$ cat config.mk
export PLATFORM = sky130hd
export DESIGN_NAME = fetchQueue_flat
export DESIGN_NICKNAME = d
export VERILOG_FILES = /design/src/verilog/fetchPkg.sv /design/src/verilog/fetchLinkIf.sv /design/src/verilog/fetchQueue.sv /design/src/flat_wrapper.sv
export SDC_FILE = /design/constraint.sdc
export NUM_CORES = 1
export LEC_CHECK = 0
export BUFFER_PORTS_ARGS = -buffer_cell sky130_fd_sc_hd__buf_4
export CORE_UTILIZATION = 52
export CTS_CLUSTER_SIZE = 25
export DETAILED_ROUTE_END_ITERATION = 10
export PLACE_DENSITY = 0.75
export SLEW_MARGIN = 5
export SYNTH_ARGS = -nofsm -noshare
export SYNTH_HDL_FRONTEND = slang
export SYNTH_SLANG_ARGS = --single-unit
$ cat constraint.sdc
create_clock -name clk -period 5.9 [get_ports clk]
set_input_delay 0.295 -clock clk [delete_from_list [all_inputs] [get_ports clk]]
set_output_delay 0.295 -clock clk [all_outputs]
set_load 0.01 [all_outputs]
$ cat src/verilog/fetchPkg.sv
`default_nettype none

package fetchPkg;

    typedef logic [31:0] wordT;  // raw instruction word
    typedef logic [31:0] addrT;  // byte address, the pc
    typedef logic [31:0] immT;   // sign-extended immediate

    localparam int memWords = 256;                   // rom size in words
    localparam int memIdxBits = $clog2(memWords);    // word index width
    localparam int queueDepth = 4;                   // fetch fifo entries
    localparam int queuePtrBits = $clog2(queueDepth);
    localparam addrT resetPc = 32'h0000_0000;        // first fetch address

    typedef logic [queuePtrBits-1:0] queuePtrT;      // fifo read/write pointer

    // base opcodes, instr[6:0]
    localparam logic [6:0] opAluImm = 7'b0010011;
    localparam logic [6:0] opAluReg = 7'b0110011;
    localparam logic [6:0] opLoad   = 7'b0000011;
    localparam logic [6:0] opStore  = 7'b0100011;
    localparam logic [6:0] opBranch = 7'b1100011;
    localparam logic [6:0] opJal    = 7'b1101111;
    localparam logic [6:0] opJalr   = 7'b1100111;

    typedef enum logic [2:0] {
        kindAluImm = 3'd0,  // addi, slli ...
        kindAluReg = 3'd1,  // add, sub ...
        kindLoad   = 3'd2,
        kindStore  = 3'd3,
        kindBranch = 3'd4,  // conditional, fetch treats as not taken
        kindJal    = 3'd5,  // resolved in predecode
        kindJalr   = 3'd6,
        kindOther  = 3'd7   // anything unrecognized
    } instrKindT;

    typedef enum logic [1:0] {
        phaseIdle        = 2'd0,  // req low, may start
        phaseWaitAck     = 2'd1,  // req high, waiting for ack
        phaseWaitRelease = 2'd2   // req dropped, waiting for ack low
    } phaseT;

endpackage

`default_nettype wire

$ cat src/verilog/fetchLinkIf.sv
`default_nettype none

// four-phase req/ack link carrying one fetched instruction
interface fetchLinkIf;
    import fetchPkg::*;

    logic req;    // sender has stable data
    logic ack;    // receiver captured data
    addrT pc;     // address the word came from
    wordT instr;  // fetched word
    logic epoch;  // fetch epoch, flips on each redirect

    modport sender (
        output req, pc, instr, epoch,
        input  ack
    );

    modport receiver (
        input  req, pc, instr, epoch,
        output ack
    );

endinterface

`default_nettype wire

$ cat src/verilog/fetchQueue.sv
`default_nettype none

module fetchQueue (
    input  logic         clk,
    input  logic         rstN,
    fetchLinkIf.receiver inLink,
    fetchLinkIf.sender   outLink
);
    import fetchPkg::*;

    addrT pcStore    [queueDepth];  // entry pc
    wordT instrStore [queueDepth];  // entry word
    logic epochStore [queueDepth];  // entry epoch

    queuePtrT              wrPtr;    // next free slot
    queuePtrT              rdPtr;    // head entry
    logic [queuePtrBits:0] count;    // 0 .. queueDepth
    logic                  full;
    logic                  empty;
    logic                  push;     // accept incoming entry
    logic                  pop;      // head handed over
    phaseT                 txPhase;  // sender side toward predecode

    function automatic queuePtrT nextPtr(input queuePtrT ptr);
        return (ptr == queuePtrT'(queueDepth - 1)) ? '0 : ptr + 1'b1;
    endfunction

    assign full  = (count == queueDepth);
    assign empty = (count == '0);
    assign push  = inLink.req && !inLink.ack && !full;  // ack held off while full
    assign pop   = (txPhase == phaseWaitAck) && outLink.ack;

    // receive side, ack follows req by one cycle
    always_ff @(posedge clk) begin
        if (!rstN) begin
            inLink.ack <= 1'b0;
        end else if (push) begin
            inLink.ack <= 1'b1;
        end else if (inLink.ack && !inLink.req) begin
            inLink.ack <= 1'b0;  // sender released
        end
    end

    always_ff @(posedge clk) begin
        if (push) begin
            pcStore[wrPtr]    <= inLink.pc;
            instrStore[wrPtr] <= inLink.instr;
            epochStore[wrPtr] <= inLink.epoch;
        end
    end

    always_ff @(posedge clk) begin
        if (!rstN) begin
            wrPtr <= '0;
            rdPtr <= '0;
            count <= '0;
        end else begin
            if (push) wrPtr <= nextPtr(wrPtr);
            if (pop)  rdPtr <= nextPtr(rdPtr);
            case ({push, pop})
                2'b10:   count <= count + 1'b1;
                2'b01:   count <= count - 1'b1;
                default: count <= count;  // none or both
            endcase
        end
    end

    // send side, head entry copied into link registers
    always_ff @(posedge clk) begin
        if (!rstN) begin
            txPhase     <= phaseIdle;
            outLink.req <= 1'b0;
        end else begin
            case (txPhase)
                phaseIdle: begin
                    if (!empty) begin
                        outLink.req   <= 1'b1;
                        outLink.pc    <= pcStore[rdPtr];
                        outLink.instr <= instrStore[rdPtr];
                        outLink.epoch <= epochStore[rdPtr];
                        txPhase       <= phaseWaitAck;
                    end
                end
                phaseWaitAck: begin
                    if (outLink.ack) begin
                        outLink.req <= 1'b0;  // pop happens on this edge
                        txPhase     <= phaseWaitRelease;
                    end
                end
                phaseWaitRelease: begin
                    if (!outLink.ack) txPhase <= phaseIdle;
                end
                default: txPhase <= phaseIdle;
            endcase
        end
    end

endmodule

`default_nettype wire

$ cat src/flat_wrapper.sv
// flat-port wrapper written by rule: the top's interface ports become plain ports
module fetchQueue_flat import fetchPkg::*;
  (clk, rstN, inLink_req, inLink_pc, inLink_instr, inLink_epoch, inLink_ack, outLink_req, outLink_pc, outLink_instr, outLink_epoch, outLink_ack);
  fetchLinkIf inLink_i ();
  fetchLinkIf outLink_i ();
  input  logic clk;
  input  logic rstN;
  input wire logic [$bits(inLink_i.req)-1:0] inLink_req;
  input wire logic [$bits(inLink_i.pc)-1:0] inLink_pc;
  input wire logic [$bits(inLink_i.instr)-1:0] inLink_instr;
  input wire logic [$bits(inLink_i.epoch)-1:0] inLink_epoch;
  output wire logic [$bits(inLink_i.ack)-1:0] inLink_ack;
  output wire logic [$bits(outLink_i.req)-1:0] outLink_req;
  output wire logic [$bits(outLink_i.pc)-1:0] outLink_pc;
  output wire logic [$bits(outLink_i.instr)-1:0] outLink_instr;
  output wire logic [$bits(outLink_i.epoch)-1:0] outLink_epoch;
  input wire logic [$bits(outLink_i.ack)-1:0] outLink_ack;
  assign inLink_i.req = inLink_req;
  assign inLink_i.pc = inLink_pc;
  assign inLink_i.instr = inLink_instr;
  assign inLink_i.epoch = inLink_epoch;
  assign inLink_ack = inLink_i.ack;
  assign outLink_req = outLink_i.req;
  assign outLink_pc = outLink_i.pc;
  assign outLink_instr = outLink_i.instr;
  assign outLink_epoch = outLink_i.epoch;
  assign outLink_i.ack = outLink_ack;
  fetchQueue u_core (.clk(clk), .rstN(rstN), .inLink(inLink_i), .outLink(outLink_i));
endmodule
==> results.toml <==
[logic_synthesis]
synthMostInstantiatedCell = "edfxtp_1"
ys_ff_latch = 336
synth_seq_area_share_pct = 83.6
synth_top_area_share_pct = 81.7
synth.area.top_cells = "edfxtp_1 (82%), mux4_2 (12%), dfxtp_1 (1.8%)"
async_flop_share_pct = 0
yosysWarnings = 0
synth-edff-count = 325
synthDistinctLibCells = 32
synth_nets = 546
synth_common_cells = "edfxtp_1 (325), mux4_2 (65), dfxtp_1 (11), inv_1 (8), nand2_1 (7)"
synthesis.instances = 470
synth_area_leader_cell = "edfxtp_1"
avgSynthCellArea_um2 = 25.4
dominantRegCellSynth = "edfxtp_1"
netlist_area_um2 = 11900

[status]
status = "complete, no violations"

[setup_path]
endpoint_kind = "flop"
start_kind = "flop"
path_cells = "nor3_1, nor3_2, buf_4"
cp.depth = 3
regToRegStartpoint = "u_core.count[0]"
cpMaxStageDelayCell = "nor3_2"
endpoint = "u_core.outLink.pc[22]"
critPathTopFamily = "simple AND/OR/NAND/NOR gates"
max_stage_delay_ns = 0.86
worst-setup-path-type = "flop to flop"
crit_fanout = 56
crit_start = "u_core.count[0]"
path_buf_inv = 1
regToRegSetupSlack_ns = 3.34
cp.required_ns = 6.06
timing.rr.end = "u_core.outLink.pc[22]"
r2r_cells = 3
cp_data_arrival_time_ns = 2.73

[die]
die_width_um = 154
start_util_pct = 52.9
io_pins = 136
die_h_um = 154
die-area_um2 = 23600
placementRows = 55
core_area_um2 = 22600

[global_routing]
grt_pass1_wl_um = 32000
overflow = 0
grt.total_usage_pct = 18.0
grt_pass1_vias = 5911
grt_max_degree = 68
antenna_found_initial = 1

[placement]
gp_congestion = 0.704
io_buffers = 135
hpwl_um = 11400

[sta]
fmax_mhz = 390
fin_tns_setup_ns = 0
slew_headroom_pct = 27.2
hold_viol = 0
min_period_over_period_pct = 43.5
rsz0062_at_grt = "false"
worst_pin_slew_ns = 1.09
slew_viol_final = 0
fin_worst_skew_ns = 0.0145
period_needed_ns = 2.56
setup_viol = 0

[route]
drt-vias-per-instance = 5.44
first_pass_iters = 5
post-route-drc-count = 0
drt_iter0_drc = 336
wl_per_cell_um = 20.9
antenna_left = 0
wl_um = 20900
vias = 5447

[power_and_ir_drop]
power_density_nw_per_um2 = 375
leakage_nw = 4.96
max-vdd-ir-drop_mv = 0.251

[clocking]
htree_num_levels = 1
clockBufferDepth = 3
path_clk_slew_ns = 0.07
postCtsResizedCells = 0
clockRootBuffer = "clkbuf_16"
cts_tree = "done"
clk-insertion-delay-late_ns = 0.54
clock-sinks = 336
postCtsSetupBuffers = 0
numCtsBuffers = 31

[min_path]
hold_path_class = "primary input to flop"

[layout]
layout-drive-gt1-share_pct = 35.2
fin_util_pct = 65.6
synthToLayoutAreaGrowth_pct = 24.0
fin_nets = 767

[flow_run]
cap_violations = 0
cells by family after synthesis:
logic type	share of synthesized area, %
and+or+nand+nor	1.19
DFF	83.6
xor gates and xnor gates	0.220
adders and majority gates	0.796
muxes	12.5
buffers and inverters	1.32
AOI/OAI and AO/OA	0.388
layer usage:
| metal | share of wire, % | GRT usage (%) | routed length (um) |
|---|---|---|---|
| met1 | 39 | 22.4 | 8240 |
| met2 | 53 | 31.8 | 11000 |
| met3 | 5.7 | 3.64 | 1200 |
| met4 | 2.0 | 5.76 | 415 |
| met5 | 0 | 0 | 0 |
cell type report:
class	count	area, um^2
sequential	336	9990
multi-input combinational	110	1820
fill	1455	7760
clock buffer	40	810
inverter	8	30.0
tap	285	357
antenna	1	2.50
clock inverter	17	104
timing repair buffer	204	1700
repair_timing:
item                                    in CTS  in global routing
endpoints found under the hold margin      262                  0
endpoints found under the setup margin       0                  0
hold buffers                                67                  0
worst register-to-register path, stage by stage, from the launching register on:
cell,delay [ns]
dfxtp_1,0.39
nor3_1,0.09
nor3_2,0.86
buf_4,0.82
cell usage in the layout (no fill, tap or decap), types with 2 or more instances in the layout:
cell type,n
edfxtp_1,325
buf_4,137
dlygate4sd3_1,67
mux4_2,65
clkbuf_16,31
clkbuf_1,9
dfxtp_1,9
inv_1,8
clkinv_2,8
nand2_1,7
clkinv_1,7
ha_1,6
and2_4,4
mux2i_1,3
nand2b_1,2
xor2_1,2
o21ai_0,2
or3_1,2
and2_1,2
dfxtp_4,2
flip-flops by register name (all words and copies together) (netlist names):
name / count
u_core.count: 3
u_core.epochStore: 4
u_core.inLink.ack: 1
u_core.instrStore: 128
u_core.outLink.epoch: 1
u_core.outLink.instr: 32
u_core.outLink.pc: 32
u_core.outLink.req: 1
u_core.pcStore: 128
u_core.rdPtr: 2
u_core.txPhase: 2
u_core.wrPtr: 2
where the power goes:
part           internal, mW  total, mW  switching, mW
combinational         0.374      0.727          0.353
sequential             2.91       3.03          0.113
clock                  1.01       1.79          0.788
metrics by stage:
step	power (mW)	area (um^2)	hold WS (ns)	worst slack (ns)	cells
floorplan	3.48	11900	0.394	0.370	470
global placement	3.75	13200	0.471	3.32	876
detailed placement	3.78	13200	0.474	3.25	876
CTS	5.60	14800	0.0426	3.31	1000
global route	5.75	14800	0.0532	3.21	1001
finish	5.55	14800	0.0669	3.34	1001
how the worst min path moves through the flow:
stage / cells after the start / start / end / slack [ns]
floorplan: 0 / inLink_epoch / u_core.epochStore[0] / 0.39
global placement: 2 / u_core.inLink.ack / u_core.inLink.ack / 0.47
detailed placement: 2 / u_core.inLink.ack / u_core.inLink.ack / 0.47
CTS: 3 / rstN / u_core.inLink.ack / 0.04
global route: 3 / rstN / u_core.inLink.ack / 0.05
finish: 3 / rstN / u_core.inLink.ack / 0.07
Note: power is estimated with default switching activity, not from simulation.
