[config.mk]
export PLATFORM = sky130hd
export DESIGN_NAME = pcGen_flat
export DESIGN_NICKNAME = d
export VERILOG_FILES = /design/src/verilog/fetchPkg.sv /design/src/verilog/fetchLinkIf.sv /design/src/verilog/pcGen.sv /design/src/flat_wrapper.sv
export SDC_FILE = /design/constraint.sdc
export NUM_CORES = 1
export LEC_CHECK = 0
export BUFFER_PORTS_ARGS = -buffer_cell sky130_fd_sc_hd__buf_2
export CORE_MARGIN = 10
export CORE_UTILIZATION = 40
export DETAILED_ROUTE_END_ITERATION = 16
export GPL_ROUTABILITY_DRIVEN = 0
export GPL_TIMING_DRIVEN = 0
export PLACE_DENSITY = 0.63
export SYNTH_ARGS = -nofsm -noshare
export SYNTH_HDL_FRONTEND = slang
export SYNTH_SLANG_ARGS = --single-unit
[constraint.sdc]
create_clock -name clk -period 3.1 [get_ports clk]
set_input_delay 0.155 -clock clk [delete_from_list [all_inputs] [get_ports clk]]
set_output_delay 0.155 -clock clk [all_outputs]
set_load 0.01 [all_outputs]
[src/verilog/fetchPkg.sv]
`default_nettype none

package fetchPkg;

    typedef logic [31:0] wordT;  // raw instruction word
    typedef logic [31:0] addrT;  // byte address, the pc
    typedef logic [31:0] immT;   // sign-extended immediate

    localparam int memWords = 256;                   // rom size in words
    localparam int memIdxBits = $clog2(memWords);    // word index width
    localparam int queueDepth = 4;                   // fetch fifo entries
    localparam int queuePtrBits = $clog2(queueDepth);
    localparam addrT resetPc = 32'h0000_0000;        // first fetch address

    typedef logic [queuePtrBits-1:0] queuePtrT;      // fifo read/write pointer

    // base opcodes, instr[6:0]
    localparam logic [6:0] opAluImm = 7'b0010011;
    localparam logic [6:0] opAluReg = 7'b0110011;
    localparam logic [6:0] opLoad   = 7'b0000011;
    localparam logic [6:0] opStore  = 7'b0100011;
    localparam logic [6:0] opBranch = 7'b1100011;
    localparam logic [6:0] opJal    = 7'b1101111;
    localparam logic [6:0] opJalr   = 7'b1100111;

    typedef enum logic [2:0] {
        kindAluImm = 3'd0,  // addi, slli ...
        kindAluReg = 3'd1,  // add, sub ...
        kindLoad   = 3'd2,
        kindStore  = 3'd3,
        kindBranch = 3'd4,  // conditional, fetch treats as not taken
        kindJal    = 3'd5,  // resolved in predecode
        kindJalr   = 3'd6,
        kindOther  = 3'd7   // anything unrecognized
    } instrKindT;

    typedef enum logic [1:0] {
        phaseIdle        = 2'd0,  // req low, may start
        phaseWaitAck     = 2'd1,  // req high, waiting for ack
        phaseWaitRelease = 2'd2   // req dropped, waiting for ack low
    } phaseT;

endpackage

`default_nettype wire

[src/verilog/fetchLinkIf.sv]
`default_nettype none

// four-phase req/ack link carrying one fetched instruction
interface fetchLinkIf;
    import fetchPkg::*;

    logic req;    // sender has stable data
    logic ack;    // receiver captured data
    addrT pc;     // address the word came from
    wordT instr;  // fetched word
    logic epoch;  // fetch epoch, flips on each redirect

    modport sender (
        output req, pc, instr, epoch,
        input  ack
    );

    modport receiver (
        input  req, pc, instr, epoch,
        output ack
    );

endinterface

`default_nettype wire

[src/verilog/pcGen.sv]
`default_nettype none

module pcGen (
    input  logic           clk,
    input  logic           rstN,
    fetchLinkIf.sender     link,
    output fetchPkg::addrT memAddr,
    input  fetchPkg::wordT memData,
    input  logic           redirectValid,
    input  fetchPkg::addrT redirectPc
);
    import fetchPkg::*;

    addrT  pc;            // next address to fetch
    logic  epoch;         // current fetch epoch
    phaseT phase;         // sender side of the link
    logic  redirPending;  // redirect seen while busy
    addrT  redirTarget;   // its target
    logic  redirNow;      // a redirect is to be applied
    addrT  redirAddr;     // target of that redirect

    assign memAddr = pc;  // rom read is combinational

    // a fresh pulse wins over the latched one
    assign redirNow  = redirectValid | redirPending;
    assign redirAddr = redirectValid ? redirectPc : redirTarget;

    always_ff @(posedge clk) begin
        if (!rstN) begin
            redirPending <= 1'b0;
        end else if (phase == phaseIdle) begin
            redirPending <= 1'b0;  // applied this cycle
        end else if (redirectValid) begin
            redirPending <= 1'b1;  // hold until sender idle
        end
    end

    always_ff @(posedge clk) begin
        if (redirectValid) begin
            redirTarget <= redirectPc;
        end
    end

    always_ff @(posedge clk) begin
        if (!rstN) begin
            pc       <= resetPc;
            epoch    <= 1'b0;
            phase    <= phaseIdle;
            link.req <= 1'b0;
        end else begin
            case (phase)
                phaseIdle: begin
                    if (redirNow) begin
                        pc    <= redirAddr;  // jump, fetch from target next cycle
                        epoch <= ~epoch;     // older entries become stale
                    end else begin
                        link.req   <= 1'b1;  // data set up on the same edge
                        link.pc    <= pc;
                        link.instr <= memData;
                        link.epoch <= epoch;
                        phase      <= phaseWaitAck;
                    end
                end
                phaseWaitAck: begin
                    if (link.ack) begin
                        link.req <= 1'b0;
                        pc       <= pc + 32'd4;  // sequential, branches not taken
                        phase    <= phaseWaitRelease;
                    end
                end
                phaseWaitRelease: begin
                    if (!link.ack) begin
                        phase <= phaseIdle;  // link free again
                    end
                end
                default: phase <= phaseIdle;
            endcase
        end
    end

endmodule

`default_nettype wire

[src/flat_wrapper.sv]
// flat-port wrapper written by rule: the top's interface ports become plain ports
module pcGen_flat import fetchPkg::*;
  (clk, rstN, memAddr, memData, redirectValid, redirectPc, link_req, link_pc, link_instr, link_epoch, link_ack);
  fetchLinkIf link_i ();
  input  logic clk;
  input  logic rstN;
  output fetchPkg::addrT memAddr;
  input  fetchPkg::wordT memData;
  input  logic redirectValid;
  input  fetchPkg::addrT redirectPc;
  output wire logic [$bits(link_i.req)-1:0] link_req;
  output wire logic [$bits(link_i.pc)-1:0] link_pc;
  output wire logic [$bits(link_i.instr)-1:0] link_instr;
  output wire logic [$bits(link_i.epoch)-1:0] link_epoch;
  input wire logic [$bits(link_i.ack)-1:0] link_ack;
  assign link_req = link_i.req;
  assign link_pc = link_i.pc;
  assign link_instr = link_i.instr;
  assign link_epoch = link_i.epoch;
  assign link_i.ack = link_ack;
  pcGen u_core (.clk(clk), .rstN(rstN), .link(link_i), .memAddr(memAddr), .memData(memData), .redirectValid(redirectValid), .redirectPc(redirectPc));
endmodule
==> run_summary.xml <==
<?xml version="1.0" encoding="UTF-8"?>
<metrics>
  <group name="global_route">
    <metric name="vias_in_the_first_global_route" unit="">4603</metric>
    <metric name="groute.usage.overall" unit="%">17.7</metric>
    <metric name="grt_pass1_wl" unit="mm">25.2</metric>
    <metric name="globalRouteOverflowTotal" unit="">0</metric>
    <metric name="grt_max_degree" unit="">37</metric>
    <metric name="grt_antenna_before_repair" unit="">0</metric>
  </group>
  <group name="worst_setup_path">
    <metric name="critical-path-top-cell-by-count" unit="">sky130_fd_sc_hd__clkbuf_1</metric>
    <metric name="r2r_slack" unit="ns">0.58</metric>
    <metric name="cp.required" unit="ns">3.40</metric>
    <metric name="worst-endpoint-arrival" unit="ns">2.82</metric>
    <metric name="worstPathCellList" unit="">nor3_1 &gt; or3_1 &gt; clkbuf_1 &gt; clkbuf_1 &gt; o31ai_1 &gt; o211a_1</metric>
    <metric name="cp-start-kind" unit="">flip-flop</metric>
    <metric name="cp-end-kind" unit="">flip-flop</metric>
    <metric name="ws_path_type" unit="">reg2reg</metric>
    <metric name="worstPathMaxFanout" unit="">10</metric>
    <metric name="cp_slowest_cell" unit="">sky130_fd_sc_hd__nor3_1</metric>
    <metric name="critical_path.reg2reg.startpoint" unit="">u_core.phase[0]</metric>
    <metric name="crit_path_max_incr_delay" unit="ns">0.50</metric>
    <metric name="crit_path_start" unit="">u_core.phase[0]</metric>
  </group>
  <group name="status">
    <metric name="outcome" unit="">complete, no violations</metric>
  </group>
  <group name="synthesis">
    <metric name="synth.yosys.seq_area_share" unit="%">63.1</metric>
    <metric name="syn_inst" unit="">454</metric>
    <metric name="synth-warning-count" unit="">0</metric>
    <metric name="synthesis.area" unit="um2">5280</metric>
    <metric name="synth_seq_cells" unit="">134</metric>
    <metric name="synthDistinctLibCells" unit="">53</metric>
    <metric name="number_of_enable_type_register_cells_in_the_synthesized_netlist" unit="">65</metric>
    <metric name="ffs_w_async_s_r_synth" unit="%">0</metric>
    <metric name="postSynthAreaPerCell" unit="um2">11.6</metric>
    <metric name="ys.flop_type" unit="">sky130_fd_sc_hd__dfxtp_1</metric>
    <metric name="mappedNetlistNets" unit="">523</metric>
  </group>
  <group name="routing">
    <metric name="first_iter_violations" unit="">362</metric>
    <metric name="wl_per_cell" unit="um">18.5</metric>
    <metric name="detailroute.via_count" unit="">4618</metric>
    <metric name="total_iterations_of_the_first_detailed_routing_run" unit="">5</metric>
    <metric name="totalWireLength" unit="mm">16.3</metric>
    <metric name="route.detailed.drc" unit="">0</metric>
    <metric name="viasPerCell" unit="">5.22</metric>
    <metric name="drtAntennaViolNets" unit="">0</metric>
  </group>
  <group name="sta">
    <metric name="timing_hold_violations_final" unit="">0</metric>
    <metric name="fmax" unit="MHz">397</metric>
    <metric name="hold_ws" unit="ns">0.0208</metric>
    <metric name="layout_worst_path_cycle_share" unit="%">81.2</metric>
    <metric name="slew_headroom" unit="%">39.4</metric>
    <metric name="rsz0062_at_grt" unit="">false</metric>
    <metric name="setup_viol" unit="">0</metric>
    <metric name="skew" unit="ns">0.00591</metric>
    <metric name="finalWorstPathRequiredPeriod" unit="ns">2.52</metric>
    <metric name="worst_slack" unit="ns">0.584</metric>
    <metric name="tightestPinTransition" unit="ns">0.904</metric>
    <metric name="maxSlewViolCount" unit="">0</metric>
  </group>
  <group name="clock_network">
    <metric name="insertion_delay" unit="ns">0.42</metric>
    <metric name="post_cts.resized_instances" unit="">0</metric>
    <metric name="tritoncts.num_buffers" unit="">17</metric>
    <metric name="h_tree_depth" unit="">4</metric>
    <metric name="ctsRootBufferMaster" unit="">sky130_fd_sc_hd__clkbuf_16</metric>
    <metric name="cts.clk_slew.worst_paths" unit="ns">0.06</metric>
    <metric name="ctsLongestPathBuffers" unit="">2</metric>
    <metric name="cts_tree" unit="">built</metric>
    <metric name="numClockSinks" unit="">134</metric>
    <metric name="cts_setup_buffers" unit="">0</metric>
  </group>
  <group name="pwr">
    <metric name="powerDensity" unit="nW/um2">631</metric>
    <metric name="worst_ir_drop_on_vdd" unit="V">0.000409</metric>
    <metric name="leakage" unit="nW">3.07</metric>
    <metric name="finalPower" unit="W">0.00476</metric>
  </group>
  <group name="placement">
    <metric name="dp_cells" unit="">791</metric>
    <metric name="port_buffers" unit="">164</metric>
    <metric name="detailed_placer_s_ending_hpwl" unit="mm">11.5</metric>
    <metric name="place_worst_setup_slack" unit="ns">0.486</metric>
  </group>
  <group name="min_path">
    <metric name="hold_crit_start" unit="">redirectPc[23]</metric>
    <metric name="timing.hold.worst.class" unit="">in2reg</metric>
  </group>
  <group name="layout">
    <metric name="syn2layout_area_growth" unit="%">42.8</metric>
    <metric name="share_of_the_core_filled_with_cells" unit="%">59.1</metric>
    <metric name="num_antenna_cells" unit="">0</metric>
    <metric name="post_layout_nets" unit="">768</metric>
    <metric name="final_cells" unit="">884</metric>
    <metric name="drive_above_1_share" unit="%">33.6</metric>
  </group>
  <group name="floorplanning">
    <metric name="num_io_pins" unit="">166</metric>
    <metric name="floorplan.initialDensity" unit="%">41.4</metric>
    <metric name="rows" unit="">41</metric>
    <metric name="floorplan.core_area" unit="um2">12800</metric>
    <metric name="die_ht" unit="um">135</metric>
    <metric name="design.die.area" unit="um2">18200</metric>
    <metric name="die_w" unit="um">135</metric>
  </group>
  <group name="flow_run">
    <metric name="maxCapViolations" unit="">0</metric>
  </group>
</metrics>
power breakdown:
part           internal, W  switching (W)
Sequential         0.00202       0.000114
Clock              0.00125       0.000734
Combinational     0.000279       0.000359
Total              0.00355        0.00121
routing by layer:
layer | vias up | part of all wire [%] | track usage [%]
met1 | 2156 | 43 | 21.7
li1 | 2196 | - | -
met5 | - | 0 | 0
met3 | 21 | 10 | 6.79
met2 | 245 | 45 | 27.3
met4 | 0 | 1.6 | 7.72
critical path, delay by kind of cell (launching register included):
family / cells / cell delay, ns
flops: 1 / 0.35
buf+inv: 2 / 0.94
compound gates: 2 / 0.37
simple gates: 2 / 0.73
logic make-up after synthesis:
group	Yosys count	synth area share, %
AND/OR/NAND/NOR	159	15.4
flip-flops	134	63.1
AO/OA/AOI/OAI	90	10.7
multiplexers	38	7.96
buffers and inverters	31	2.46
XOR/XNOR	1	0.166
adder cells (fa/ha/maj)	1	0.237
flip-flops by register name, indices dropped and copies added (netlist names), 2 cells and up:
| signal | flops |
|---|---|
| u_core.link.instr | 32 |
| u_core.link.pc | 32 |
| u_core.memAddr | 32 |
| u_core.redirTarget | 32 |
| u_core.phase | 2 |
synthesized netlist by cell type (all sizes together), types with 3 or more instances:
master   n  area share, %
a22oi    3           0.43
and3     7           0.83
o31ai    7           0.99
a31oi    3           0.36
nor2b    5           0.59
a21oi   31            2.9
o211ai   5           0.71
buf      6           0.69
clkbuf  17            1.2
nand4   12            1.5
mux2    32            6.8
edfxtp  65             37
or3      6           0.71
dfxtp   69             26
nor4     8            1.1
inv      7           0.50
nand3   18            1.7
a211oi   4           0.57
and4     6           0.99
nand2   52            3.7
nand2b   3           0.36
nor3    13            1.2
or4      5           0.78
nor2    20            1.4
mux2i    6            1.1
o21ai   18            1.7
cell type report:
| cell class | count | area, um2 |
|---|---|---|
| Multi-Input combinational cell | 289 | 1830 |
| Inverter | 8 | 30.0 |
| Sequential cell | 134 | 3330 |
| Tap cell | 172 | 215 |
| Buffer | 23 | 100 |
| Clock buffer | 17 | 425 |
| Fill cell | 1040 | 5230 |
| Clock inverter | 15 | 163 |
| Timing Repair Buffer | 226 | 1450 |
path summary, 6_finish.rpt:
check                                               to  cells after the start
worst max register to register      u_core.memAddr[27]                      6
worst min-delay path            u_core.redirTarget[23]                      2
worst min register to register  u_core.redirTarget[29]                      2
worst max-delay path                u_core.memAddr[27]                      6
metrics by stage:
step           setup TNS, ns  instance area, um2
2_1_floorplan              0                5280
3_3_place_gp          -28.19                6320
3_5_place_dp               0                6340
4_1_cts                    0                7540
5_1_grt                    0                7540
6_report                   0                7540
cells in the final DEF, fill, tap and decap left out, types with 3 or more instances in the layout:
| cell | count |
|---|---|
| sky130_fd_sc_hd__o31ai_1 | 7 |
| sky130_fd_sc_hd__buf_2 | 166 |
| sky130_fd_sc_hd__a31oi_1 | 3 |
| sky130_fd_sc_hd__dlygate4sd3_1 | 61 |
| sky130_fd_sc_hd__nand4_1 | 11 |
| sky130_fd_sc_hd__nor2_1 | 20 |
| sky130_fd_sc_hd__nor4_1 | 7 |
| sky130_fd_sc_hd__clkinv_2 | 5 |
| sky130_fd_sc_hd__a211oi_1 | 4 |
| sky130_fd_sc_hd__a22oi_1 | 3 |
| sky130_fd_sc_hd__or4_1 | 4 |
| sky130_fd_sc_hd__nand3_1 | 18 |
| sky130_fd_sc_hd__nand2_1 | 52 |
| sky130_fd_sc_hd__nor2b_1 | 5 |
| sky130_fd_sc_hd__and4_1 | 6 |
| sky130_fd_sc_hd__and3_1 | 7 |
| sky130_fd_sc_hd__mux2i_1 | 6 |
| sky130_fd_sc_hd__clkbuf_1 | 17 |
| sky130_fd_sc_hd__dfxtp_1 | 69 |
| sky130_fd_sc_hd__nand2b_1 | 3 |
| sky130_fd_sc_hd__nor3_1 | 12 |
| sky130_fd_sc_hd__edfxtp_1 | 65 |
| sky130_fd_sc_hd__a21oi_1 | 31 |
| sky130_fd_sc_hd__o21ai_0 | 18 |
| sky130_fd_sc_hd__bufinv_16 | 3 |
| sky130_fd_sc_hd__clkinv_1 | 3 |
| sky130_fd_sc_hd__or3_1 | 6 |
| sky130_fd_sc_hd__inv_1 | 6 |
| sky130_fd_sc_hd__clkinvlp_4 | 3 |
| sky130_fd_sc_hd__clkbuf_16 | 17 |
| sky130_fd_sc_hd__mux2_2 | 32 |
| sky130_fd_sc_hd__o211ai_1 | 5 |
repair_timing:
action,CTS,global route
endpoints found under the setup margin,0,0
hold endpoints to repair,61,0
hold buffers,61,0
(Power assumes the default switching activity.)
