===== src/verilog/fetchPkg.sv =====
`default_nettype none

package fetchPkg;

    typedef logic [31:0] wordT;  // raw instruction word
    typedef logic [31:0] addrT;  // byte address, the pc
    typedef logic [31:0] immT;   // sign-extended immediate

    localparam int memWords = 256;                   // rom size in words
    localparam int memIdxBits = $clog2(memWords);    // word index width
    localparam int queueDepth = 4;                   // fetch fifo entries
    localparam int queuePtrBits = $clog2(queueDepth);
    localparam addrT resetPc = 32'h0000_0000;        // first fetch address

    typedef logic [queuePtrBits-1:0] queuePtrT;      // fifo read/write pointer

    // base opcodes, instr[6:0]
    localparam logic [6:0] opAluImm = 7'b0010011;
    localparam logic [6:0] opAluReg = 7'b0110011;
    localparam logic [6:0] opLoad   = 7'b0000011;
    localparam logic [6:0] opStore  = 7'b0100011;
    localparam logic [6:0] opBranch = 7'b1100011;
    localparam logic [6:0] opJal    = 7'b1101111;
    localparam logic [6:0] opJalr   = 7'b1100111;

    typedef enum logic [2:0] {
        kindAluImm = 3'd0,  // addi, slli ...
        kindAluReg = 3'd1,  // add, sub ...
        kindLoad   = 3'd2,
        kindStore  = 3'd3,
        kindBranch = 3'd4,  // conditional, fetch treats as not taken
        kindJal    = 3'd5,  // resolved in predecode
        kindJalr   = 3'd6,
        kindOther  = 3'd7   // anything unrecognized
    } instrKindT;

    typedef enum logic [1:0] {
        phaseIdle        = 2'd0,  // req low, may start
        phaseWaitAck     = 2'd1,  // req high, waiting for ack
        phaseWaitRelease = 2'd2   // req dropped, waiting for ack low
    } phaseT;

endpackage

`default_nettype wire


===== src/verilog/fetchLinkIf.sv =====
`default_nettype none

// four-phase req/ack link carrying one fetched instruction
interface fetchLinkIf;
    import fetchPkg::*;

    logic req;    // sender has stable data
    logic ack;    // receiver captured data
    addrT pc;     // address the word came from
    wordT instr;  // fetched word
    logic epoch;  // fetch epoch, flips on each redirect

    modport sender (
        output req, pc, instr, epoch,
        input  ack
    );

    modport receiver (
        input  req, pc, instr, epoch,
        output ack
    );

endinterface

`default_nettype wire


===== src/verilog/instrDecode.sv =====
`default_nettype none

module instrDecode (
    input  logic                clk,
    input  logic                rstN,
    fetchLinkIf.receiver        inLink,
    output logic                redirectValid,
    output fetchPkg::addrT      redirectPc,
    output logic                outReq,
    input  logic                outAck,
    output fetchPkg::addrT      outPc,
    output fetchPkg::wordT      outInstr,
    output fetchPkg::instrKindT outKind,
    output fetchPkg::immT       outImm
);
    import fetchPkg::*;

    logic      curEpoch;  // epoch expected from fetch
    phaseT     outPhase;  // output handshake state
    logic      take;      // accept entry this cycle
    logic      isCurrent; // entry belongs to current epoch
    instrKindT kind;      // decoded class of incoming word
    immT       imm;       // decoded immediate of incoming word
    wordT      ins;

    assign ins       = inLink.instr;
    assign isCurrent = (inLink.epoch == curEpoch);
    // only one entry in flight outward
    assign take      = inLink.req && !inLink.ack && (outPhase == phaseIdle);

    always_comb begin
        case (ins[6:0])
            opAluImm: kind = kindAluImm;
            opAluReg: kind = kindAluReg;
            opLoad:   kind = kindLoad;
            opStore:  kind = kindStore;
            opBranch: kind = kindBranch;
            opJal:    kind = kindJal;
            opJalr:   kind = kindJalr;
            default:  kind = kindOther;
        endcase
    end

    always_comb begin
        case (kind)
            kindAluImm, kindLoad, kindJalr:  // I format
                imm = {{20{ins[31]}}, ins[31:20]};
            kindStore:                       // S format
                imm = {{20{ins[31]}}, ins[31:25], ins[11:7]};
            kindBranch:                      // B format, bit 0 always zero
                imm = {{19{ins[31]}}, ins[31], ins[7], ins[30:25], ins[11:8], 1'b0};
            kindJal:                         // J format
                imm = {{11{ins[31]}}, ins[31], ins[19:12], ins[20], ins[30:21], 1'b0};
            default:
                imm = '0;                    // R type and unknown
        endcase
    end

    // input side, ack one cycle after req, stale entries just acked
    always_ff @(posedge clk) begin
        if (!rstN) begin
            inLink.ack    <= 1'b0;
            curEpoch      <= 1'b0;
            redirectValid <= 1'b0;
        end else begin
            redirectValid <= 1'b0;  // single cycle pulse
            if (take) begin
                inLink.ack <= 1'b1;
                if (isCurrent && kind == kindJal) begin
                    redirectValid <= 1'b1;
                    curEpoch      <= ~curEpoch;  // drop what is already queued
                end
            end else if (inLink.ack && !inLink.req) begin
                inLink.ack <= 1'b0;
            end
        end
    end

    always_ff @(posedge clk) begin
        if (take && isCurrent) begin
            redirectPc <= inLink.pc + imm;  // only meaningful for jal
            outPc      <= inLink.pc;
            outInstr   <= ins;
            outKind    <= kind;
            outImm     <= imm;
        end
    end

    // output side
    always_ff @(posedge clk) begin
        if (!rstN) begin
            outPhase <= phaseIdle;
            outReq   <= 1'b0;
        end else begin
            case (outPhase)
                phaseIdle: begin
                    if (take && isCurrent) begin
                        outReq   <= 1'b1;  // outputs loaded on same edge
                        outPhase <= phaseWaitAck;
                    end
                end
                phaseWaitAck: begin
                    if (outAck) begin
                        outReq   <= 1'b0;
                        outPhase <= phaseWaitRelease;
                    end
                end
                phaseWaitRelease: begin
                    if (!outAck) outPhase <= phaseIdle;
                end
                default: outPhase <= phaseIdle;
            endcase
        end
    end

endmodule

`default_nettype wire


===== src/flat_wrapper.sv =====
// flat-port wrapper written by rule: the top's interface ports become plain ports
module instrDecode_flat import fetchPkg::*;
  (clk, rstN, redirectValid, redirectPc, outReq, outAck, outPc, outInstr, outKind, outImm, inLink_req, inLink_pc, inLink_instr, inLink_epoch, inLink_ack);
  fetchLinkIf inLink_i ();
  input  logic clk;
  input  logic rstN;
  output logic redirectValid;
  output fetchPkg::addrT redirectPc;
  output logic outReq;
  input  logic outAck;
  output fetchPkg::addrT outPc;
  output fetchPkg::wordT outInstr;
  output fetchPkg::instrKindT outKind;
  output fetchPkg::immT outImm;
  input wire logic [$bits(inLink_i.req)-1:0] inLink_req;
  input wire logic [$bits(inLink_i.pc)-1:0] inLink_pc;
  input wire logic [$bits(inLink_i.instr)-1:0] inLink_instr;
  input wire logic [$bits(inLink_i.epoch)-1:0] inLink_epoch;
  output wire logic [$bits(inLink_i.ack)-1:0] inLink_ack;
  assign inLink_i.req = inLink_req;
  assign inLink_i.pc = inLink_pc;
  assign inLink_i.instr = inLink_instr;
  assign inLink_i.epoch = inLink_epoch;
  assign inLink_ack = inLink_i.ack;
  instrDecode u_core (.clk(clk), .rstN(rstN), .inLink(inLink_i), .redirectValid(redirectValid), .redirectPc(redirectPc), .outReq(outReq), .outAck(outAck), .outPc(outPc), .outInstr(outInstr), .outKind(outKind), .outImm(outImm));
endmodule

===== config.mk =====
export PLATFORM = sky130hd
export DESIGN_NAME = instrDecode_flat
export DESIGN_NICKNAME = d
export VERILOG_FILES = /design/src/verilog/fetchPkg.sv /design/src/verilog/fetchLinkIf.sv /design/src/verilog/instrDecode.sv /design/src/flat_wrapper.sv
export SDC_FILE = /design/constraint.sdc
export NUM_CORES = 1
export LEC_CHECK = 0
export BUFFER_PORTS_ARGS = -buffer_cell sky130_fd_sc_hd__buf_2
export CAP_MARGIN = 15
export CORE_ASPECT_RATIO = 1.75
export CORE_MARGIN = 8
export CORE_UTILIZATION = 30
export CTS_CLUSTER_DIAMETER = 150
export CTS_CLUSTER_SIZE = 8
export DETAILED_ROUTE_END_ITERATION = 8
export PLACE_DENSITY = 0.6
export SYNTH_ARGS = -nofsm -noshare
export SYNTH_HDL_FRONTEND = slang
export SYNTH_SLANG_ARGS = --single-unit

===== constraint.sdc =====
create_clock -name clk -period 4.3 [get_ports clk]
set_clock_uncertainty 0.2 [all_clocks]
set_input_delay 0.215 -clock clk [delete_from_list [all_inputs] [get_ports clk]]
set_output_delay 0.215 -clock clk [all_outputs]
set_load 0.02 [all_outputs]

==> reports/results.ini, run 1 <==
[status]
status = finished, final reports clean

[timing]
setup_viol = 0
final.min_clock_period_ns = 4.129
drv_slew = 0
max_slew_margin_pct = 40.45
finalCritPeriodShare_pct = 96.02
max_freq_ghz = 0.2422
report.final.hold_viol_count = 0
worstMarginPinSlew_ns = 0.8933

[route]
vias = 4455
drtAntennaViolNets = 0
routedWlPerCell_um = 17.03
first_iter_violations = 216
drc = 0
drtPass1Iterations = 4
viasPerCell = 4.675
postRouteWirelength_um = 16230

[clock_network]
cts-htree-levels = 4
worstSkewPairLatency_ns = 0.41
clk_pin_slew_ns = 0.06
cts_buffers = 17
cts_tree = built
clock_sinks = 126
clockBufferDepth = 2
root_buffer = clkbuf_16

[worst_setup_path]
cp.arrival_ns = 4.08
cp_max_fo = 7
reg2reg_from = u_core.outPhase[1]
crit_end = u_core.redirectPc[30]
critPathLaunch = inLink_instr[5]
crit_required_ns = 4.25
cp-start-kind = primary input
worst_r2r_endpoint = u_core.outPc[9]
rrSetupSlack_ns = 1.96
crit_type = primary input to register
ff2ff_path_depth = 4
cp-end-kind = register

[placement]
dpl_cell_area_um2 = 7037
placedCellCount = 851
portBuffers = 202
dp_hpwl_um = 12320
gp_congestion = 0.8346

[grt]
grt_max_degree = 70
grt_pass1_vias = 4641
antenna_found_initial = 0
grt_usage_pct = 13.43
grt_first_pass_wirelength_um = 24700
grt_overflow = 0

[synthesis]
synth-main-ff-cell = edfxtp_1
synth_top_cell_by_area = edfxtp_1
synth_edf_count = 120
syn_area_per_cell_um2 = 13.96
synth.net_count = 495
ys_types = 57
yosysWarnings = 0
yosys_register_bits = 126
yosysSeqAreaShare_pct = 65.87
syn_inst = 405
async_reset_ff_share_pct = 0
synth_area_um2 = 5653
yosysTopAreaCellShare_pct = 63.75
synthTopCellsByArea = edfxtp_1, ha_1, xnor2_1

[worst_hold_path]
min_path_cells = 4
min_path_type = primary input to register

[layout]
diodes = 0
drive_above_1_share_pct = 37.48
stdcell_count = 953
syn_to_final_growth_pct = 47.72
fin_area_um2 = 8351
nets = 792

[die]
ios = 203
dieWidth_um = 119.8
die_area_um2 = 23660
fp.dieH_um = 197.6
fp.coreArea_um2 = 18500
start_util_pct = 30.56
rows = 66

[power_and_ir_drop]
p_leak_nw = 3.612
vdd_drop_max_v = 0.0002197
powerDensity_nw_per_um2 = 378.3

[flow_run]
drv_cap = 0

cell families (layout without fill, tap and decap cells):
kind of cell	Yosys count	count (layout)	synth area share, %
fa+ha+maj	21	21	4.781
buf+inv	27	337	2.523
mux	9	9	1.616
compound gates	82	82	10.05
xor+xnor	32	32	4.958
simple gates	108	108	10.20
flops	126	126	65.87
placed cells by master (no fill, tap or decap), types with 12 or more instances in the layout:
cell type and instances:
a21o_1 13, a21oi_1 20, and2_1 12, buf_2 202, buf_4 20, clkbuf_16 17, dlygate4sd3_1 69, edfxtp_1 120
ha_1 19, nand2_1 22, nor2_1 24, xnor2_1 21
through the flow:
step	power, mW	setup TNS [ns]	util [%]	worst slack (ns)	hold WS, ns
4_1_cts	3.199	0	44.87	0.1159	0.01585
6_report	3.159	0	45.14	0.1711	0.03549
5_1_grt	3.271	-0.004381	45.14	-0.004381	0.04924
3_5_place_dp	1.750	-0.8047	38.04	-0.1686	0.2073
3_3_place_gp	1.745	-0.1868	38.04	-0.04536	0.2053
2_1_floorplan	1.618	0	-	0.1451	0.1139
metal layers:
metal,GRT usage [%],vias up,share of wire [%]
met3,4.436,22,7.4
met4,5.814,0,1.8
li1,-,2127,-
met2,24.76,180,54
met1,13.36,2126,37
met5,0,-,0
flip-flops by register name, indices dropped and copies added, names as in the netlist:
name                  count
u_core.outImm            21
u_core.outInstr          32
u_core.redirectValid      1
u_core.outKind            3
u_core.outPc             32
u_core.inLink.ack         1
u_core.outReq             1
u_core.curEpoch           1
u_core.redirectPc        32
u_core.outPhase           2
repair_timing:
action,CTS,global route
setup buffers,0,1
hold buffers,69,0
setup endpoints to repair,0,5
hold endpoints to repair,99,0
resized for setup,0,9
report_power, final:
part,switching (mW),internal (mW),total [mW]
registers,0.0129,1.41,1.42
clock network,0.539,0.848,1.39
logic,0.206,0.146,0.352
area by class of cell:
cell class	instances	area, µm²
fillers	1718	10150
flip-flops and latches	126	3724
repair buffers	293	1883
multi-input cells	252	1827
clock buffers	17	425.4
well taps	238	297.8
clock inverters	15	146.4
inverters	12	47.55
synthesized netlist by cell type (10+ instances only):
library cell,count
nand2_1,22
edfxtp_1,120
ha_1,20
and2_1,12
a21oi_1,20
a21o_1,13
nor2_1,24
xor2_1,11
inv_1,11
o21ai_0,10
xnor2_1,21
buf_4,11
how the worst min path moves through the flow:
| stage | startpoint | end | slack [ns] |
|---|---|---|---|
| detailed placement | inLink_instr[26] | u_core.outInstr[26] | 0.21 |
| CTS | inLink_epoch | u_core.outReq | 0.02 |
| finish | inLink_epoch | u_core.outReq | 0.04 |
| global route | inLink_epoch | u_core.outReq | 0.05 |
| global placement | inLink_instr[25] | u_core.outInstr[25] | 0.21 |
| floorplan | inLink_instr[0] | u_core.outInstr[0] | 0.11 |
worst max-delay path, stage by stage:
cell and delay (ns):
buf_2 0.09, dlygate4sd3_1 0.54, buf_4 0.14, mux2_2 0.36, o22ai_1 0.16, buf_4 0.19, and2_1 0.17, ha_1 0.30
a21oi_1 0.17, o21ai_0 0.12, o31a_1 0.27, a311o_1 0.34, and3_4 0.20, o41ai_4 0.30, buf_6 0.19, mux2i_2 0.23
xor2_1 0.10
No activity file was read; power rests on OpenSTA's default activity.
==> run 2: changes to the inputs <==
--- a/config.mk
+++ b/config.mk
@@ -13,6 +13,7 @@
 export CTS_CLUSTER_DIAMETER = 150
 export CTS_CLUSTER_SIZE = 8
 export DETAILED_ROUTE_END_ITERATION = 8
+export MAX_ROUTING_LAYER = met4
 export PLACE_DENSITY = 0.6
 export SYNTH_ARGS = -nofsm -noshare
 export SYNTH_HDL_FRONTEND = slang
==> run 2 against run 1 <==
Compared with the run above: first-iteration DRC count up 1.9%; worst setup slack worse by 0.0078 ns; via count down 0.58%; largest cell class unchanged; combinational power about the same; count of clock-buffer cells in the layout unchanged; critical path depth unchanged; register-to-register slack about the same; sequential power about the same; non-clock buffer count unchanged.
==> reports/results.ini, run 2 (synthesized netlist as in run 1, its figures left out) <==
[status]
status = finished, final reports clean

[clock_network]
clk_pin_slew_ns = 0.06  ; about the same
worstSkewPairLatency_ns = 0.41  ; about the same
clock_sinks = 126  ; unchanged
cts_buffers = 17  ; unchanged
root_buffer = clkbuf_16
clockBufferDepth = 2  ; unchanged
cts_tree = built
cts-htree-levels = 4  ; unchanged

[power_and_ir_drop]
powerDensity_nw_per_um2 = 378.0  ; about the same
p_sw_share_pct = 23.93  ; -0.064 points
power_frac_comb_pct = 11.1  ; about the same
p_int_mw = 2.401  ; about the same
sequentialPowerShare_pct = 45.0  ; about the same
p_leak_nw = 3.612  ; unchanged
vdd_drop_max_v = 0.0002198  ; about the same
p_sw_uw = 755.4  ; -0.35%
clockPowerShare_pct = 43.9  ; about the same
total_power_mw = 3.157  ; about the same

[die]
fp.dieH_um = 197.6  ; unchanged
die_area_um2 = 23660  ; unchanged
dieWidth_um = 119.8  ; unchanged
rows = 66  ; unchanged
fp.coreArea_um2 = 18500  ; unchanged
ios = 203  ; unchanged
start_util_pct = 30.56  ; unchanged

[grt]
use_met1_pct = 13.57  ; +0.21 points
grt_max_degree = 70  ; unchanged
met3_usage_pct = 4.007  ; -0.43 points
grt_overflow = 0  ; unchanged
gr-max-usage-layer = met2
antenna_found_initial = 0  ; unchanged
grt_pass1_vias = 4652  ; +0.24%
grt_usage_pct = 13.82  ; +0.39 points
use_met2_pct = 24.82  ; +0.062 points
grt_first_pass_wirelength_um = 24630  ; -0.25%

[layout]
nets = 792  ; unchanged
diodes = 0  ; unchanged
reg_top3 = u_core.outInstr: 32 flops, u_core.outPc: 32 flops, u_core.redirectPc: 32 flops
final_cell_mix = buf_2, edfxtp_1, dlygate4sd3_1, nor2_1, nand2_1
multiInputGateArea_um2 = 1827  ; unchanged
drive_above_1_share_pct = 37.48  ; unchanged
fillerInstances = 1718  ; unchanged
final_common_cell = buf_2
syn_to_final_growth_pct = 47.72  ; unchanged
stdcell_count = 953  ; unchanged
fin_area_um2 = 8351  ; unchanged
register_area_um2 = 3724  ; unchanged

[timing]
setup_viol = 0  ; unchanged
finalCritPeriodShare_pct = 96.20  ; +0.18 points
report.final.hold_viol_count = 0  ; unchanged
worstMarginPinSlew_ns = 0.8952  ; +0.001907 ns
final.min_clock_period_ns = 4.137  ; +0.007839 ns
max_freq_ghz = 0.2417  ; -0.19%
drv_slew = 0  ; unchanged
max_slew_margin_pct = 40.32  ; -0.13 points
fin_ws_ns = 0.1633  ; -0.007839 ns
tns_ns = 0  ; unchanged

[worst_hold_path]
whs_endpoint = u_core.outReq
worstHoldStart = inLink_epoch
min_path_cells = 4  ; unchanged
min_path_type = primary input to register

[route]
postRouteWirelength_um = 16200  ; -0.20%
drtAntennaViolNets = 0  ; unchanged
routedWlPerCell_um = 17.00  ; -0.20%
drc = 0  ; unchanged
vias = 4429  ; -0.58%
drtPass1Iterations = 4  ; unchanged
first_iter_violations = 220  ; +1.9%
viasPerCell = 4.647  ; -0.58%

[worst_setup_path]
cp_max_fo = 7  ; unchanged
reg2reg_from = u_core.outPhase[1]
ff2ff_path_depth = 4  ; unchanged
crit_type = primary input to register
rrSetupSlack_ns = 1.96  ; about the same
cp-end-kind = register
cp-start-kind = primary input
crit_required_ns = 4.25  ; about the same
cp.arrival_ns = 4.09  ; about the same
worst_r2r_endpoint = u_core.redirectPc[12]

[placement]
dpl_cell_area_um2 = 7037  ; unchanged
placedCellCount = 851  ; unchanged
gp_congestion = 0.8474  ; +1.5%
place_ws_ns = -0.1686  ; unchanged
portBuffers = 202  ; unchanged
dp_hpwl_um = 12320  ; unchanged

[flow_run]
drv_cap = 0  ; unchanged

==> run 2: cell counts in the layout (fill, tap and decap cells not counted) <==
No cell type changed its count.
==> run 2: cell type report <==
class                   instances  share of cell area (%)
clock buffers                  17                   5.094
clock inverters                15                   1.753
inverters                      12                  0.5694
multi-input cells             252                   21.88
flip-flops and latches        126                   44.59
well taps                     238                   3.566
repair buffers                293                   22.55
==> run 2: per-layer routing <==
| layer | part of all wire (%) | routed length (µm) |
|---|---|---|
| met1 | 37 | 5994 |
| met4 | 1.7 | 272 |
| met3 | 6.7 | 1091 |
| met2 | 55 | 8841 |
| met5 | 0 | 0 |
==> run 2: metrics by stage <==
stage	hold WS, ns	util (%)
after CTS	0.01585	44.87
after floorplan	0.1139	-
after detailed placement	0.2073	38.04
after global routing	0.04937	45.14
final	0.03554	45.14
after global placement	0.2053	38.04
==> run 2: what timing repair did <==
action                     in CTS  in global routing
buffers inserted                0                  1
hold endpoints to repair       99                  0
hold buffers                   69                  0
setup endpoints to repair       0                  5
resized for setup               0                  9
==> run 2: worst max path at each step <==
stage               startpoint                    end  slack [ns]  cells past startpoint
6_report       inLink_instr[5]  u_core.redirectPc[30]        0.16                     17
5_1_grt        inLink_instr[5]  u_core.redirectPc[30]      -0.004                     17
4_1_cts        inLink_instr[3]  u_core.redirectPc[24]        0.12                     20
3_5_place_dp   inLink_instr[2]  u_core.redirectPc[22]       -0.17                     16
3_3_place_gp   inLink_instr[2]  u_core.redirectPc[28]       -0.05                     19
2_1_floorplan  inLink_instr[2]  u_core.redirectPc[28]        0.15                     17
==> run 2: worst max-delay path: stages <==
cell and delay, ns:
buf_2 0.09, dlygate4sd3_1 0.54, buf_4 0.14, mux2_2 0.35
o22ai_1 0.15, buf_4 0.20, and2_1 0.17, ha_1 0.30
a21oi_1 0.17, o21ai_0 0.12, o31a_1 0.27, a311o_1 0.34
and3_4 0.20, o41ai_4 0.30, buf_6 0.19, mux2i_2 0.23
xor2_1 0.10
==> run 2: power groups by stage <==
stage / sequential [mW] / combinational, mW / clock, mW
3_3_place_gp: 1.45 / 0.300 / 0
2_1_floorplan: 1.51 / 0.104 / 0
6_report: 1.42 / 0.352 / 1.38
3_5_place_dp: 1.45 / 0.305 / 0
4_1_cts: 1.42 / 0.354 / 1.42
5_1_grt: 1.42 / 0.381 / 1.47
